[src/rdmx_ctl_pkg.sv]
/*
 * Shared definitions for the capture control block
 * Register map, response codes, widths and reset values
 * Packed structs for the host strobes, events, stream and status view
 */
`default_nettype none

package rdmx_ctl_pkg;

    // ============================
    // Widths and constants
    // ============================
    localparam int REG_DATA_W = 32;
    localparam int CNT_W      = 64;
    localparam int REG_IDX_W  = 8;
    localparam int TDATA_W    = 512;
    // Sequence counter sits in the top bits of each beat
    localparam int SEQ_W      = 32;

    // Soft-reset length in clocks
    localparam int RESET_HOLD_CYCLES = 1000;
    localparam int RST_CNT_W         = $clog2(RESET_HOLD_CYCLES + 1);

    // Default host buffer is 4 GB at the 4 GB mark
    localparam logic [CNT_W-1:0] PCI_BASE_RST = 64'h1_0000_0000;
    localparam logic [CNT_W-1:0] PCI_SIZE_RST = 64'h1_0000_0000;

    // ============================
    // Register map and responses
    // ============================
    typedef enum logic [REG_IDX_W-1:0] {
        REG_STATUS     = 8'd0,
        REG_ERRORS     = 8'd1,
        REG_GOOD_H     = 8'd2,
        REG_GOOD_L     = 8'd3,
        REG_BAD_H      = 8'd4,
        REG_BAD_L      = 8'd5,
        REG_PCI_BASE_H = 8'd6,
        REG_PCI_BASE_L = 8'd7,
        REG_PCI_SIZE_H = 8'd8,
        REG_PCI_SIZE_L = 8'd9,
        REG_RESET      = 8'd10,
        REG_CLEAR      = 8'd11,
        REG_LOOPBACK   = 8'd34,
        REG_PAUSE_PCI  = 8'd35
    } reg_index_e;

    typedef enum logic [1:0] {
        RESP_OKAY   = 2'd0,
        RESP_SLVERR = 2'd2,
        RESP_DECERR = 2'd3
    } resp_e;

    // ============================
    // Packed structs
    // ============================
    // Host write strobe, one cycle
    typedef struct packed {
        logic                  valid;
        logic [REG_IDX_W-1:0]  index;
        logic [REG_DATA_W-1:0] data;
    } reg_wr_t;

    // Host read strobe, one cycle
    typedef struct packed {
        logic                 valid;
        logic [REG_IDX_W-1:0] index;
    } reg_rd_req_t;

    // Read reply
    typedef struct packed {
        logic                  valid;
        logic [REG_DATA_W-1:0] data;
        resp_e                 resp;
    } reg_rd_t;

    // Per-packet strobes from the capture path
    typedef struct packed {
        logic good;
        logic bad;
        logic range_err;
    } pkt_event_t;

    typedef struct packed {
        logic [1:0] ddr_cal;
        logic       pcs_aligned;
    } async_status_t;

    // Monitored AXI-Stream beat
    typedef struct packed {
        logic [TDATA_W-1:0] tdata;
        logic               tvalid;
        logic               tready;
        logic               tlast;
    } stream_beat_t;

    typedef struct packed {
        logic [CNT_W-1:0] base;
        logic [CNT_W-1:0] size;
    } pci_cfg_t;

    // Everything the read side can return
    typedef struct packed {
        logic [CNT_W-1:0] good;
        logic [CNT_W-1:0] bad;
        // seq_error, overflow_1, overflow_0, range_err
        logic [3:0]       errors;
        // ddr_cal[1:0], pcs_aligned
        logic [2:0]       status;
        logic             reset_active;
        logic             pause_active;
        logic             loopback;
        pci_cfg_t         pci;
    } status_view_t;

endpackage

`default_nettype wire

[src/ctl_regs.sv]
/*
 * Write decode and configuration registers
 * PCI buffer window, loopback, counter clear strobe
 * Soft-reset and PCI pause countdowns
 */
`default_nettype none

module ctl_regs (
    input  logic                   clk,
    input  logic                   resetn,
    input  rdmx_ctl_pkg::reg_wr_t  reg_wr,
    output logic                   wr_done,
    output rdmx_ctl_pkg::resp_e    wr_resp,
    output rdmx_ctl_pkg::pci_cfg_t pci,
    output logic                   loopback,
    output logic                   pause_pci,
    output logic                   resetn_out,
    output logic                   counter_clear
);
    import rdmx_ctl_pkg::*;

    logic [RST_CNT_W-1:0]  reset_count;
    logic [REG_DATA_W-1:0] pause_count;
    logic                  reset_active;
    logic                  clear_hit;
    logic                  index_ok;

    // Downstream held in reset by the input reset or the countdown
    assign reset_active = !resetn || (reset_count != '0);
    assign resetn_out   = !reset_active;

    assign pause_pci = (pause_count != '0);

    // Clear lands on the strobe edge so the next read sees zero
    assign clear_hit     = reg_wr.valid && (reg_wr.index == REG_CLEAR);
    assign counter_clear = reset_active || clear_hit;

    // Writable indexes
    always_comb begin
        case (reg_wr.index)
            REG_PCI_BASE_H, REG_PCI_BASE_L,
            REG_PCI_SIZE_H, REG_PCI_SIZE_L,
            REG_RESET, REG_CLEAR,
            REG_LOOPBACK, REG_PAUSE_PCI: index_ok = 1'b1;
            default:                     index_ok = 1'b0;
        endcase
    end

    // ============================
    // Write acknowledge
    // ============================
    always_ff @(posedge clk) begin
        if (!resetn) begin
            wr_done <= 1'b0;
        end else begin
            wr_done <= reg_wr.valid;
        end
    end

    // Read-only and unmapped indexes give a decode error
    always_ff @(posedge clk) begin
        if (reg_wr.valid) begin
            wr_resp <= index_ok ? RESP_OKAY : RESP_DECERR;
        end
    end

    // ============================
    // Registers and countdowns
    // ============================
    always_ff @(posedge clk) begin
        if (!resetn) begin
            pci.base    <= PCI_BASE_RST;
            pci.size    <= PCI_SIZE_RST;
            loopback    <= 1'b0;
            pause_count <= '0;
            reset_count <= '0;
        end else begin
            // Count down, a new write below takes priority
            if (reset_count != '0) begin
                reset_count <= reset_count - 1'b1;
            end
            if (pause_count != '0) begin
                pause_count <= pause_count - 1'b1;
            end

            if (reg_wr.valid) begin
                case (reg_wr.index)
                    REG_PCI_BASE_H: pci.base[CNT_W-1 -: REG_DATA_W] <= reg_wr.data;
                    REG_PCI_BASE_L: pci.base[REG_DATA_W-1:0]        <= reg_wr.data;
                    REG_PCI_SIZE_H: pci.size[CNT_W-1 -: REG_DATA_W] <= reg_wr.data;
                    REG_PCI_SIZE_L: pci.size[REG_DATA_W-1:0]        <= reg_wr.data;
                    REG_LOOPBACK:   loopback    <= reg_wr.data[0];
                    REG_RESET:      reset_count <= RST_CNT_W'(RESET_HOLD_CYCLES);
                    // N written gives N cycles of pause
                    REG_PAUSE_PCI:  pause_count <= reg_wr.data;
                    default: ;
                endcase
            end
        end
    end

endmodule

`default_nettype wire

[src/event_capture.sv]
/*
 * Input side event capture
 * Two-flop synchronisers for the async status bits
 * Good and bad packet counters and the sticky PCI range error
 */
`default_nettype none

module event_capture (
    input  logic                              clk,
    input  logic                              counter_clear,
    input  rdmx_ctl_pkg::pkt_event_t          events,
    input  rdmx_ctl_pkg::async_status_t       async_status,
    output logic [rdmx_ctl_pkg::CNT_W-1:0]    good_count,
    output logic [rdmx_ctl_pkg::CNT_W-1:0]    bad_count,
    output logic                              range_err,
    output rdmx_ctl_pkg::async_status_t       status
);
    import rdmx_ctl_pkg::*;

    // ============================
    // Status synchronisers
    // ============================
    // First stage may go metastable
    async_status_t sync_meta;
    async_status_t sync_q;

    always_ff @(posedge clk) begin
        sync_meta <= async_status;
        sync_q    <= sync_meta;
    end

    assign status = sync_q;

    // ============================
    // Counters and sticky flag
    // ============================
    always_ff @(posedge clk) begin
        if (counter_clear) begin
            good_count <= '0;
            bad_count  <= '0;
            range_err  <= 1'b0;
        end else begin
            // One count per strobe cycle
            if (events.good) begin
                good_count <= good_count + 1'b1;
            end
            if (events.bad) begin
                bad_count <= bad_count + 1'b1;
            end
            // Stays set until the next clear
            if (events.range_err) begin
                range_err <= 1'b1;
            end
        end
    end

endmodule

`default_nettype wire

[src/rdmx_control.sv]
/*
 * Control and status block for the packet-capture datapath
 * Input side, write decode and read mux joined through the status view
 */
`default_nettype none

module rdmx_control (
    input  logic                        clk,
    input  logic                        resetn,
    input  rdmx_ctl_pkg::reg_wr_t       reg_wr,
    output logic                        wr_done,
    output rdmx_ctl_pkg::resp_e         wr_resp,
    input  rdmx_ctl_pkg::reg_rd_req_t   reg_rd_req,
    output rdmx_ctl_pkg::reg_rd_t       reg_rd,
    input  rdmx_ctl_pkg::pkt_event_t    events,
    input  logic [1:0]                  overflow,
    input  rdmx_ctl_pkg::async_status_t async_status,
    input  rdmx_ctl_pkg::stream_beat_t  stream,
    output rdmx_ctl_pkg::pci_cfg_t      pci,
    output logic                        loopback,
    output logic                        pause_pci,
    output logic                        resetn_out
);
    import rdmx_ctl_pkg::*;

    logic             counter_clear;
    logic             seq_error;
    logic             range_err;
    logic [CNT_W-1:0] good_count;
    logic [CNT_W-1:0] bad_count;
    async_status_t    sync_status;
    status_view_t     view;

    // ============================
    // Input side
    // ============================
    seq_check u_seq_check (
        .clk           (clk),
        .counter_clear (counter_clear),
        .stream        (stream),
        .seq_error     (seq_error)
    );

    event_capture u_event_capture (
        .clk           (clk),
        .counter_clear (counter_clear),
        .events        (events),
        .async_status  (async_status),
        .good_count    (good_count),
        .bad_count     (bad_count),
        .range_err     (range_err),
        .status        (sync_status)
    );

    // Register writes, countdowns and the clear strobe
    ctl_regs u_ctl_regs (
        .clk           (clk),
        .resetn        (resetn),
        .reg_wr        (reg_wr),
        .wr_done       (wr_done),
        .wr_resp       (wr_resp),
        .pci           (pci),
        .loopback      (loopback),
        .pause_pci     (pause_pci),
        .resetn_out    (resetn_out),
        .counter_clear (counter_clear)
    );

    // Overflow levels pass straight into the error word
    assign view = '{
        good:         good_count,
        bad:          bad_count,
        errors:       {seq_error, overflow, range_err},
        status:       {sync_status.ddr_cal, sync_status.pcs_aligned},
        reset_active: !resetn_out,
        pause_active: pause_pci,
        loopback:     loopback,
        pci:          pci
    };

    // ============================
    // Output side
    // ============================
    read_mux u_read_mux (
        .clk        (clk),
        .resetn     (resetn),
        .reg_rd_req (reg_rd_req),
        .view       (view),
        .reg_rd     (reg_rd)
    );

endmodule

`default_nettype wire

[src/read_mux.sv]
/*
 * Registered read decode
 * Selects one word of the status view and returns it with a response
 */
`default_nettype none

module read_mux (
    input  logic                       clk,
    input  logic                       resetn,
    input  rdmx_ctl_pkg::reg_rd_req_t  reg_rd_req,
    input  rdmx_ctl_pkg::status_view_t view,
    output rdmx_ctl_pkg::reg_rd_t      reg_rd
);
    import rdmx_ctl_pkg::*;

    logic [REG_DATA_W-1:0] sel_data;
    resp_e                 sel_resp;
    logic                  rd_valid;
    logic [REG_DATA_W-1:0] rd_data;
    resp_e                 rd_resp;

    // Word select, unmapped indexes read as zero
    always_comb begin
        sel_data = '0;
        sel_resp = RESP_OKAY;
        case (reg_rd_req.index)
            REG_STATUS:     sel_data = REG_DATA_W'(view.status);
            REG_ERRORS:     sel_data = REG_DATA_W'(view.errors);
            REG_GOOD_H:     sel_data = view.good[CNT_W-1 -: REG_DATA_W];
            REG_GOOD_L:     sel_data = view.good[REG_DATA_W-1:0];
            REG_BAD_H:      sel_data = view.bad[CNT_W-1 -: REG_DATA_W];
            REG_BAD_L:      sel_data = view.bad[REG_DATA_W-1:0];
            REG_PCI_BASE_H: sel_data = view.pci.base[CNT_W-1 -: REG_DATA_W];
            REG_PCI_BASE_L: sel_data = view.pci.base[REG_DATA_W-1:0];
            REG_PCI_SIZE_H: sel_data = view.pci.size[CNT_W-1 -: REG_DATA_W];
            REG_PCI_SIZE_L: sel_data = view.pci.size[REG_DATA_W-1:0];
            // Single-bit registers
            REG_RESET:      sel_data = REG_DATA_W'(view.reset_active);
            REG_LOOPBACK:   sel_data = REG_DATA_W'(view.loopback);
            REG_PAUSE_PCI:  sel_data = REG_DATA_W'(view.pause_active);
            default:        sel_resp = RESP_DECERR;
        endcase
    end

    // ============================
    // Reply registers
    // ============================
    always_ff @(posedge clk) begin
        if (!resetn) begin
            rd_valid <= 1'b0;
        end else begin
            rd_valid <= reg_rd_req.valid;
        end
    end

    // Payload only moves on a request
    always_ff @(posedge clk) begin
        if (reg_rd_req.valid) begin
            rd_data <= sel_data;
            rd_resp <= sel_resp;
        end
    end

    assign reg_rd = '{valid: rd_valid, data: rd_data, resp: rd_resp};

endmodule

`default_nettype wire

[src/seq_check.sv]
/*
 * Stream sequence monitor
 * Flags a sticky error when the counter in the top bits of a beat breaks
 */
`default_nettype none

module seq_check (
    input  logic                       clk,
    input  logic                       counter_clear,
    input  rdmx_ctl_pkg::stream_beat_t stream,
    output logic                       seq_error
);
    import rdmx_ctl_pkg::*;

    // Counter field of the current beat
    logic [SEQ_W-1:0] seq_field;
    // Field seen on the previous accepted beat
    logic [SEQ_W-1:0] seq_prior;
    logic             beat;

    assign seq_field = stream.tdata[TDATA_W-1 -: SEQ_W];

    // Only accepted beats count
    assign beat = stream.tvalid && stream.tready;

    always_ff @(posedge clk) begin
        if (counter_clear) begin
            seq_error <= 1'b0;
            seq_prior <= '0;
        end else if (beat) begin
            // Zero field means no counter on this beat
            if ((seq_field != '0) && (seq_field != seq_prior + 1'b1)) begin
                seq_error <= 1'b1;
            end
            seq_prior <= seq_field;
        end
    end

endmodule

`default_nettype wire

[config.mk]
export PLATFORM = sky130hd
export DESIGN_NAME = rdmx_control
export DESIGN_NICKNAME = d
export VERILOG_FILES = /design/src/rdmx_ctl_pkg.sv /design/src/ctl_regs.sv /design/src/event_capture.sv /design/src/rdmx_control.sv /design/src/read_mux.sv /design/src/seq_check.sv
export SDC_FILE = /design/constraint.sdc
export NUM_CORES = 1
export LEC_CHECK = 0
export BUFFER_PORTS_ARGS = -buffer_cell sky130_fd_sc_hd__buf_2
export CORE_AREA = 2 2 288 290
export DETAILED_ROUTE_END_ITERATION = 10
export DIE_AREA = 0 0 290 292
export GPL_TIMING_DRIVEN = 0
export SYNTH_ARGS = -nofsm -noshare
export SYNTH_HDL_FRONTEND = slang
export SYNTH_SLANG_ARGS = --single-unit
[constraint.sdc]
create_clock -name clk -period 2.7 [get_ports clk]
set_clock_uncertainty 0.1 [all_clocks]
set_input_delay 0.27 -clock clk [delete_from_list [all_inputs] [get_ports clk]]
set_output_delay 0.27 -clock clk [all_outputs]
set_load 0.02 [all_outputs]
==> results.md, run 1 <==
* TritonRoute pass-1 iters at 6
* Setup slack, reg-to-reg at -0.01 ns
* Worst-margin pin slew at just over 1 ns
* ANT nets after route at 0
* Synth Area per Inst at just over 8 µm²
* Crit-path cells: or4_4, or4_4, or3_4, buf_6
* Placer Congestion at 0.9177
* Wirelength per Cell at ~21 µm
* # rows at 105
* Layout cells sized above 1 at a little under 20%
* Initial Util at a little over a fifth
* Die Span X at approximately 290 µm
* Largest net degree at the start of global routing at 35
* Endpoints failing setup at 3
* Total CTS buffers at ~40
* IO Pins at between 700 and 800
* Dpl cells at 3479
* GRT overflow at 0
* Clk pin slew, worst setup/hold paths at roughly 0.060 ns
* Slowest cell on crit path: or4_4
* Crit path launch type: flop
* Slew headroom at about a third
* Vias in the first global route at around 17000
* Core area at a little over 0.08 mm²
* Post-synth EDFFs at 34
* Worst hold endpoint: u_ctl_regs.pause_count[7]$_SDFF_PN0_
* Synthesized instance count at roughly 2100
* Distinct cells, synth at 70
* Hold Path Class: in -> reg
* HP Start: resetn
* FF-to-FF path depth at 8
* Outcome: finished, violations left
* Hpwl dp at between 50000 and 60000 µm
* First-pass GRT wire length at approximately 110000 µm
* CP delay by family, top: simple AND/OR/NAND/NOR gates
* CTS tree: done
* Worst-path fanout max at 3
* Critical path data required time at between 2 and 2.5 ns
* Ys async rst share at 0%
* Vias/cell at just under 5
* Seq/Total Area, Yosys at 44.71%
* Worst path depth at 4
* Peak Freq at between 0.3 and 0.4 GHz
* Slew Limit Fails at 0
* Register area at 0.007903 mm²
* Htree depth at 2
* Syn Std Cell Area at between 0.015 and 0.02 mm²
* Worst vdd ir at 0.0004798 V
* Final std cells w/o fill at 3675
* Period minus WS final at 2.806 ns
* Antenna violations before repair at 7
* GR Util All Layers at around 17%
* Worst skew pair latency at 0.59 ns
* Synth Net Count at around 2700
* Final Hold Viols at 0
* Total number of vias at 18160
* Crit path kind: reg -> out
* Ys flop type: dfxtp_1
* CTS max path bufs at 3
* Violated checks: setup timing
* Root Buffer: clkbuf_16
* Area grow syn2layout at 32.31%
* Worst setup EP type: output port
* Worst Path Buf+Inv at 1
* Final layout net count at 3151
* IO buf count at between 200 and 300
* R2r endpoint: u_read_mux.rd_data[0]$_DFFE_PP_
* Die area at approximately 0.085 mm²
* RR Startpoint: u_ctl_regs.reset_count[4]$_SDFF_PN0_
* Power after layout at ~0.016 W
* Setup WS post-layout at -0.1060 ns
* Period utilisation layout at 103.9%
* Die height at between 200 and 300 µm
* Slowest stage delay, CP at around 0.54 ns
* Lkg Pwr at about 8.4 nW
* WL final at ~77000 µm
* Synthesis Warnings at 0
* Area occupied by multi-input gates at between 0.009 and 0.01 mm²
* CTS sink cnt at between 300 and 400
* Fill cell count at between 8000 and 9000
* CP arrival at 2.44 ns
* Post-synthesis register bit count at approximately 380
* Max-Cap Viols at 0
* RSZ-0062 raised after global routing: yes
* DRC violations left at 0
* Iter 0 DRT Violations at 1892
* Hold Crit Depth at 3
* Most used cell along the critical path: or4_4
* PwrDens at slightly below 700 mW/mm²
-- worst reg2reg max path: cells and delay by family, from the launching register on --
kind            cells  cell delay, ns
buf+inv             1            0.16
simple gates        4            1.35
compound gates      3            0.48
flops               1            0.35
-- worst max-delay path by stage --
stage,slack [ns],startpoint,to
5_1_grt,-0.16,u_ctl_regs.pause_count[3]$_SDFF_PN0_,pause_pci
4_1_cts,-0.24,u_ctl_regs.pause_count[11]$_SDFF_PN0_,pause_pci
3_5_place_dp,-1.15,reg_rd_req[1],u_read_mux.rd_data[3]$_DFFE_PP_
3_3_place_gp,-1.10,reg_rd_req[1],u_read_mux.rd_data[3]$_DFFE_PP_
2_1_floorplan,0.09,u_ctl_regs.reset_count[0]$_SDFF_PN0_,u_event_capture.bad_count[22]$_SDFFE_PP0P_
6_report,-0.11,u_ctl_regs.pause_count[27]$_SDFF_PN0_,pause_pci
-- flip-flops by register name, indices dropped and copies added, names as in the netlist --
signal,flops
u_ctl_regs.loopback,1
u_ctl_regs.pause_count,32
u_ctl_regs.pci,128
u_ctl_regs.reset_count,10
u_ctl_regs.wr_done,1
u_ctl_regs.wr_resp,1
u_event_capture.bad_count,64
u_event_capture.good_count,64
u_event_capture.range_err,1
u_event_capture.status,3
u_event_capture.sync_meta,3
u_read_mux.rd_data,32
u_read_mux.rd_resp,1
u_read_mux.rd_valid,1
u_seq_check.seq_error,1
u_seq_check.seq_prior,32
-- power breakdown --
group	switching [W]	leakage (nW)	internal, W
combinational	0.00196	4.60	0.00148
clock	0.00248	0.696	0.00353
sequential	0.000330	3.12	0.00592
total	0.00477	8.42	0.0109
-- metal layers --
metal	part of all wire (%)	wire (µm)	global-route usage (%)
met4	4.0	3060	6.580
met3	11	8595	5.138
met1	41	31770	22.63
met5	0.030	23	0
met2	43	33290	26.55
-- what timing repair did --
action / 4_1_cts / 5_1_grt
setup buffers: 24 / 16
hold buffers: 78 / 0
gates resized for setup: 86 / 70
gates cloned: 1 / 1
pin swaps: 22 / 22
endpoints found under the hold margin: 200 / 0
setup endpoints to repair: 204 / 291
-- area by class of cell --
cell class	count	area share [%]
Multi-Input combinational cell	1628	40.76
Sequential cell	375	34.03
Timing Repair Buffer	380	10.53
Tap cell	1070	5.765
Clock buffer	54	4.843
Buffer	121	2.398
Clock inverter	22	1.282
Inverter	23	0.3717
Antenna cell	2	0.02155
-- cell families (layout without fill, tap and decap cells) --
group           Yosys count  in the layout  synth area share, %
other cells               0              2                    0
simple gates           1014           1014                26.90
xor+xnor                183            183                9.132
fa+ha+maj                 6              6               0.4277
mux                      38             38                2.352
flops                   375            375                44.71
compound gates          387            387                13.20
buf+inv                 146            600                3.286
-- cells in the final DEF, fill, tap and decap left out, types with 8 or more instances in the layout --
| cell | instances |
|---|---|
| a22oi_1 | 35 |
| clkinv_2 | 8 |
| edfxtp_1 | 34 |
| nor3_1 | 35 |
| buf_4 | 42 |
| dfxtp_1 | 309 |
| xnor2_1 | 79 |
| nand3_1 | 95 |
| nand4_1 | 56 |
| inv_1 | 21 |
| and2_1 | 16 |
| or3_1 | 21 |
| dlygate4sd3_1 | 78 |
| o21ai_0 | 67 |
| nor4_4 | 9 |
| and3_1 | 36 |
| a222oi_1 | 25 |
| mux2i_1 | 30 |
| nor2_1 | 187 |
| xor2_1 | 104 |
| clkbuf_2 | 18 |
| nand2b_1 | 8 |
| a21oi_1 | 205 |
| buf_2 | 266 |
| a211oi_1 | 10 |
| and4_1 | 16 |
| nor4_1 | 20 |
| clkbuf_16 | 41 |
| dfxtp_2 | 26 |
| nand2_1 | 455 |
| clkbuf_1 | 89 |
-- synth_stat cells, types with 4 or more instances --
| master | instances | share of area [%] |
|---|---|---|
| a211oi_1 | 10 | 0.43 |
| a21oi_1 | 205 | 5.8 |
| a221oi_1 | 7 | 0.35 |
| a222oi_1 | 25 | 1.4 |
| a22oi_1 | 35 | 1.5 |
| a311oi_1 | 4 | 0.20 |
| a31oi_1 | 6 | 0.21 |
| and2_1 | 16 | 0.57 |
| and3_1 | 37 | 1.3 |
| and4_1 | 18 | 0.90 |
| buf_1 | 6 | 0.13 |
| buf_2 | 13 | 0.37 |
| clkbuf_1 | 100 | 2.1 |
| dfxtp_1 | 341 | 39 |
| edfxtp_1 | 34 | 5.8 |
| ha_1 | 6 | 0.43 |
| inv_1 | 23 | 0.49 |
| mux2_2 | 6 | 0.38 |
| mux2i_1 | 30 | 1.7 |
| nand2_1 | 456 | 9.8 |
| nand2b_1 | 8 | 0.29 |
| nand3_1 | 96 | 2.7 |
| nand4_1 | 56 | 2.0 |
| nor2_1 | 190 | 4.1 |
| nor2b_1 | 6 | 0.21 |
| nor3_1 | 38 | 1.1 |
| nor4_1 | 30 | 1.1 |
| o21ai_0 | 68 | 1.9 |
| or2_2 | 5 | 0.18 |
| or3_1 | 23 | 0.82 |
| or4_1 | 11 | 0.47 |
| xnor2_1 | 79 | 3.9 |
| xor2_1 | 104 | 5.2 |
-- metrics by stage --
step | hold WS (ns) | area [µm²] | TNS (ns) | utilization (%) | setup WS [ns]
6_report | 0.05239 | 23220 | -0.1406 | 28.47 | -0.1060
5_1_grt | 0.05751 | 23220 | -0.2883 | 28.46 | -0.1617
4_1_cts | 0.02077 | 22910 | -0.9302 | 28.08 | -0.2374
3_5_place_dp | 0.2150 | 20190 | -202.59 | 24.75 | -1.150
3_3_place_gp | 0.2151 | 20190 | -191.25 | 24.75 | -1.101
2_1_floorplan | 0.1977 | 17550 | 0 | - | 0.08929
Power figures use the tool's default switching activity.
==> run 2: changes to the inputs <==
--- a/config.mk
+++ b/config.mk
@@ -5,7 +5,7 @@
 export SDC_FILE = /design/constraint.sdc
 export NUM_CORES = 1
 export LEC_CHECK = 0
-export BUFFER_PORTS_ARGS = -buffer_cell sky130_fd_sc_hd__buf_2
+export BUFFER_PORTS_ARGS = -buffer_cell sky130_fd_sc_hd__clkbuf_2
 export CORE_AREA = 2 2 288 290
 export DETAILED_ROUTE_END_ITERATION = 10
 export DIE_AREA = 0 0 290 292
==> results.md, run 2 (synthesis results as in run 1) <==
* Setup WS pre-CTS at -1.159 ns (-0.008830 ns)
* Htree depth at 2 (unchanged)
* Total number of vias at 18330 (+0.92%)
* Top Registers: u_ctl_regs.pci (128), u_event_capture.bad_count (64), u_event_capture.good_count (64)
* DRC violations left at 0 (unchanged)
* Largest net degree at the start of global routing at 35 (unchanged)
* Final Hold Viols at 0 (unchanged)
* Area grow syn2layout at 33.24%
* Highest-count cells in the layout ignoring fill and taps: nand2_1, dfxtp_1, clkbuf_2, a21oi_1, nor2_1
* GRT overflow at 0 (unchanged)
* Worst-path fanout max at 2 (-1)
* CP arrival at 2.44 ns (about the same)
* Slew Limit Fails at 0 (unchanged)
* Core area at 0.08158 mm² (unchanged)
* Iter 0 DRT Violations at 2234 (+18%)
* Peak Freq at 0.3555 GHz (-0.26%)
* Die height at 292 µm (unchanged)
* Period minus WS final at 2.813 ns (+0.007253 ns)
* Crit-path cells: or4_4, or4_4, or3_4, buf_8
* WL final at 76540 µm (-0.26%)
* Initial Util at 21.51% (unchanged)
* Final layout net count at 3162 (+0.35%)
* First-pass GRT wire length at 110100 µm (about the same)
* Vias/cell at 4.970 (+0.56%)
* Setup WS post-layout at -0.1132 ns (-0.007253 ns)
* Root Buffer: clkbuf_16
* Post-DP Area at 0.02019 mm² (unchanged)
* FF-to-FF path depth at 9 (+1)
* Max-Cap Viols at 0 (unchanged)
* Setup slack, reg-to-reg at 0.04 ns (+0.05 ns)
* Die Span X at 290 µm (unchanged)
* Hpwl dp at 58020 µm (-0.42%)
* Endpoints failing setup at 1 (-2)
* Slowest stage delay, CP at 0.53 ns (about the same)
* Worst hold endpoint: u_read_mux.rd_resp[0]$_DFFE_PP_
* Period utilisation layout at 104.2% (+0.27 points)
* Crit path kind: reg -> out
* Critical path data required time at 2.33 ns (about the same)
* Total CTS buffers at 43 (+4.9%)
* Violated checks: setup timing
* Power after layout at 0.01610 W (+2.5%)
* CTS tree: done
* TritonRoute pass-1 iters at 8 (+2)
* Outcome: finished, violations left
* # rows at 105 (unchanged)
* IO Pins at 744 (unchanged)
* Wirelength per Cell at 20.75 µm (-0.61%)
* Antenna violations before repair at 3 (-4)
* RSZ-0062 raised after global routing: yes
* IO buf count at 260 (unchanged)
* Worst skew pair latency at 0.61 ns (+0.02 ns)
* CTS sink cnt at 375 (unchanged)
* Hold Path Class: in -> reg
* Largest register FFs at 128 (unchanged)
* Post-layout util at 28.67% (+0.20 points)
* R2r endpoint: u_read_mux.rd_data[0]$_DFFE_PP_
* Slowest cell on crit path: or4_4
* Finished Cell Area at 0.02339 mm² (+0.70%)
* Layout cells sized above 1 at 19.65% (+0.40 points)
* RR Startpoint: u_ctl_regs.reset_count[4]$_SDFF_PN0_
* Crit path launch type: flop
* Worst vdd ir at 0.0004874 V (+1.6%)
* Hold Crit Depth at 3 (unchanged)
* Worst-margin pin slew at 1.156 ns (+0.1461 ns)
* Vias in the first global route at 16510 (-0.27%)
* HP Start: reg_rd_req[2]
* GR Util All Layers at 17.24% (about the same)
* ANT nets after route at 0 (unchanged)
* Lkg Pwr at 8.396 nW (-0.31%)
* Slew headroom at 22.90% (-9.7 points)
* Clk pin slew, worst setup/hold paths at 0.06 ns (about the same)
* Most used cell along the critical path: or4_4
* Die area at 0.08468 mm² (unchanged)
* Placer Congestion at 0.9238 (+0.66%)
* Most flop-heavy register: u_ctl_regs.pci
* Setup TNS Final at -0.1132 ns (+0.02740 ns)
* CTS max path bufs at 3 (unchanged)
* Commonest non-fill, non-tap cell in the layout: nand2_1
* Worst setup EP type: output port
* PwrDens at 688.4 mW/mm² (+1.8%)
run 2: through the flow:
step | std cells | hold slack [ns]
after global routing | 3687 | 0.04008
final | 3688 | 0.04043
after floorplan | 2149 | 0.1977
after global placement | 3479 | 0.2189
after CTS | 3674 | 0.005505
after detailed placement | 3479 | 0.2205
run 2: power breakdown:
group	internal, W	total, W	switching, W
registers	0.00592	0.00625	0.000323
logic	0.00158	0.00357	0.00199
clock network	0.00372	0.00628	0.00256
run 2: critical path: cells and delay by family, from the launching register on:
kind	cells	cell delay (ns)
DFF	1	0.33
and+or+nand+nor	3	1.37
buffers and inverters	1	0.14
run 2: area by class of cell:
class                   count  area [µm²]
diodes                      2       5.005
inverters                  23       86.33
clock buffers              66        1292
fillers                  8667       58200
plain buffers             121       593.1
clock inverters            14       231.5
well taps                1070        1339
flip-flops and latches    375        7901
multi-input cells        1628        9422
repair buffers            389        2516
run 2: worst max path at each step:
stage	from	end	slack (ns)
2_1_floorplan	u_ctl_regs.reset_count[0]$_SDFF_PN0_	u_event_capture.bad_count[22]$_SDFFE_PP0P_	0.09
3_3_place_gp	reg_rd_req[1]	u_read_mux.rd_data[3]$_DFFE_PP_	-1.11
3_5_place_dp	reg_rd_req[1]	u_read_mux.rd_data[3]$_DFFE_PP_	-1.16
4_1_cts	u_ctl_regs.pause_count[11]$_SDFF_PN0_	pause_pci	-0.25
5_1_grt	u_ctl_regs.pause_count[18]$_SDFF_PN0_	pause_pci	-0.15
6_report	u_ctl_regs.pause_count[24]$_SDFF_PN0_	pause_pci	-0.11
run 2: repair_timing:
| action | 4_1_cts | 5_1_grt |
|---|---|---|
| buffers inserted | 37 | 13 |
| resized for setup | 86 | 78 |
| cloned | 1 | 1 |
| endpoints found under the setup margin | 204 | 256 |
| pin swaps | 21 | 22 |
| hold endpoints to repair | 199 | 0 |
| hold buffers | 77 | 0 |
run 2: layer usage:
| metal | up-vias | track usage [%] | wire length (µm) |
|---|---|---|---|
| li1 | 8406 | - | - |
| met2 | 947 | 26.08 | 32930 |
| met1 | 8792 | 22.96 | 31710 |
| met4 | 4 | 7.088 | 3270 |
| met5 | - | 0 | 23 |
| met3 | 181 | 4.902 | 8610 |
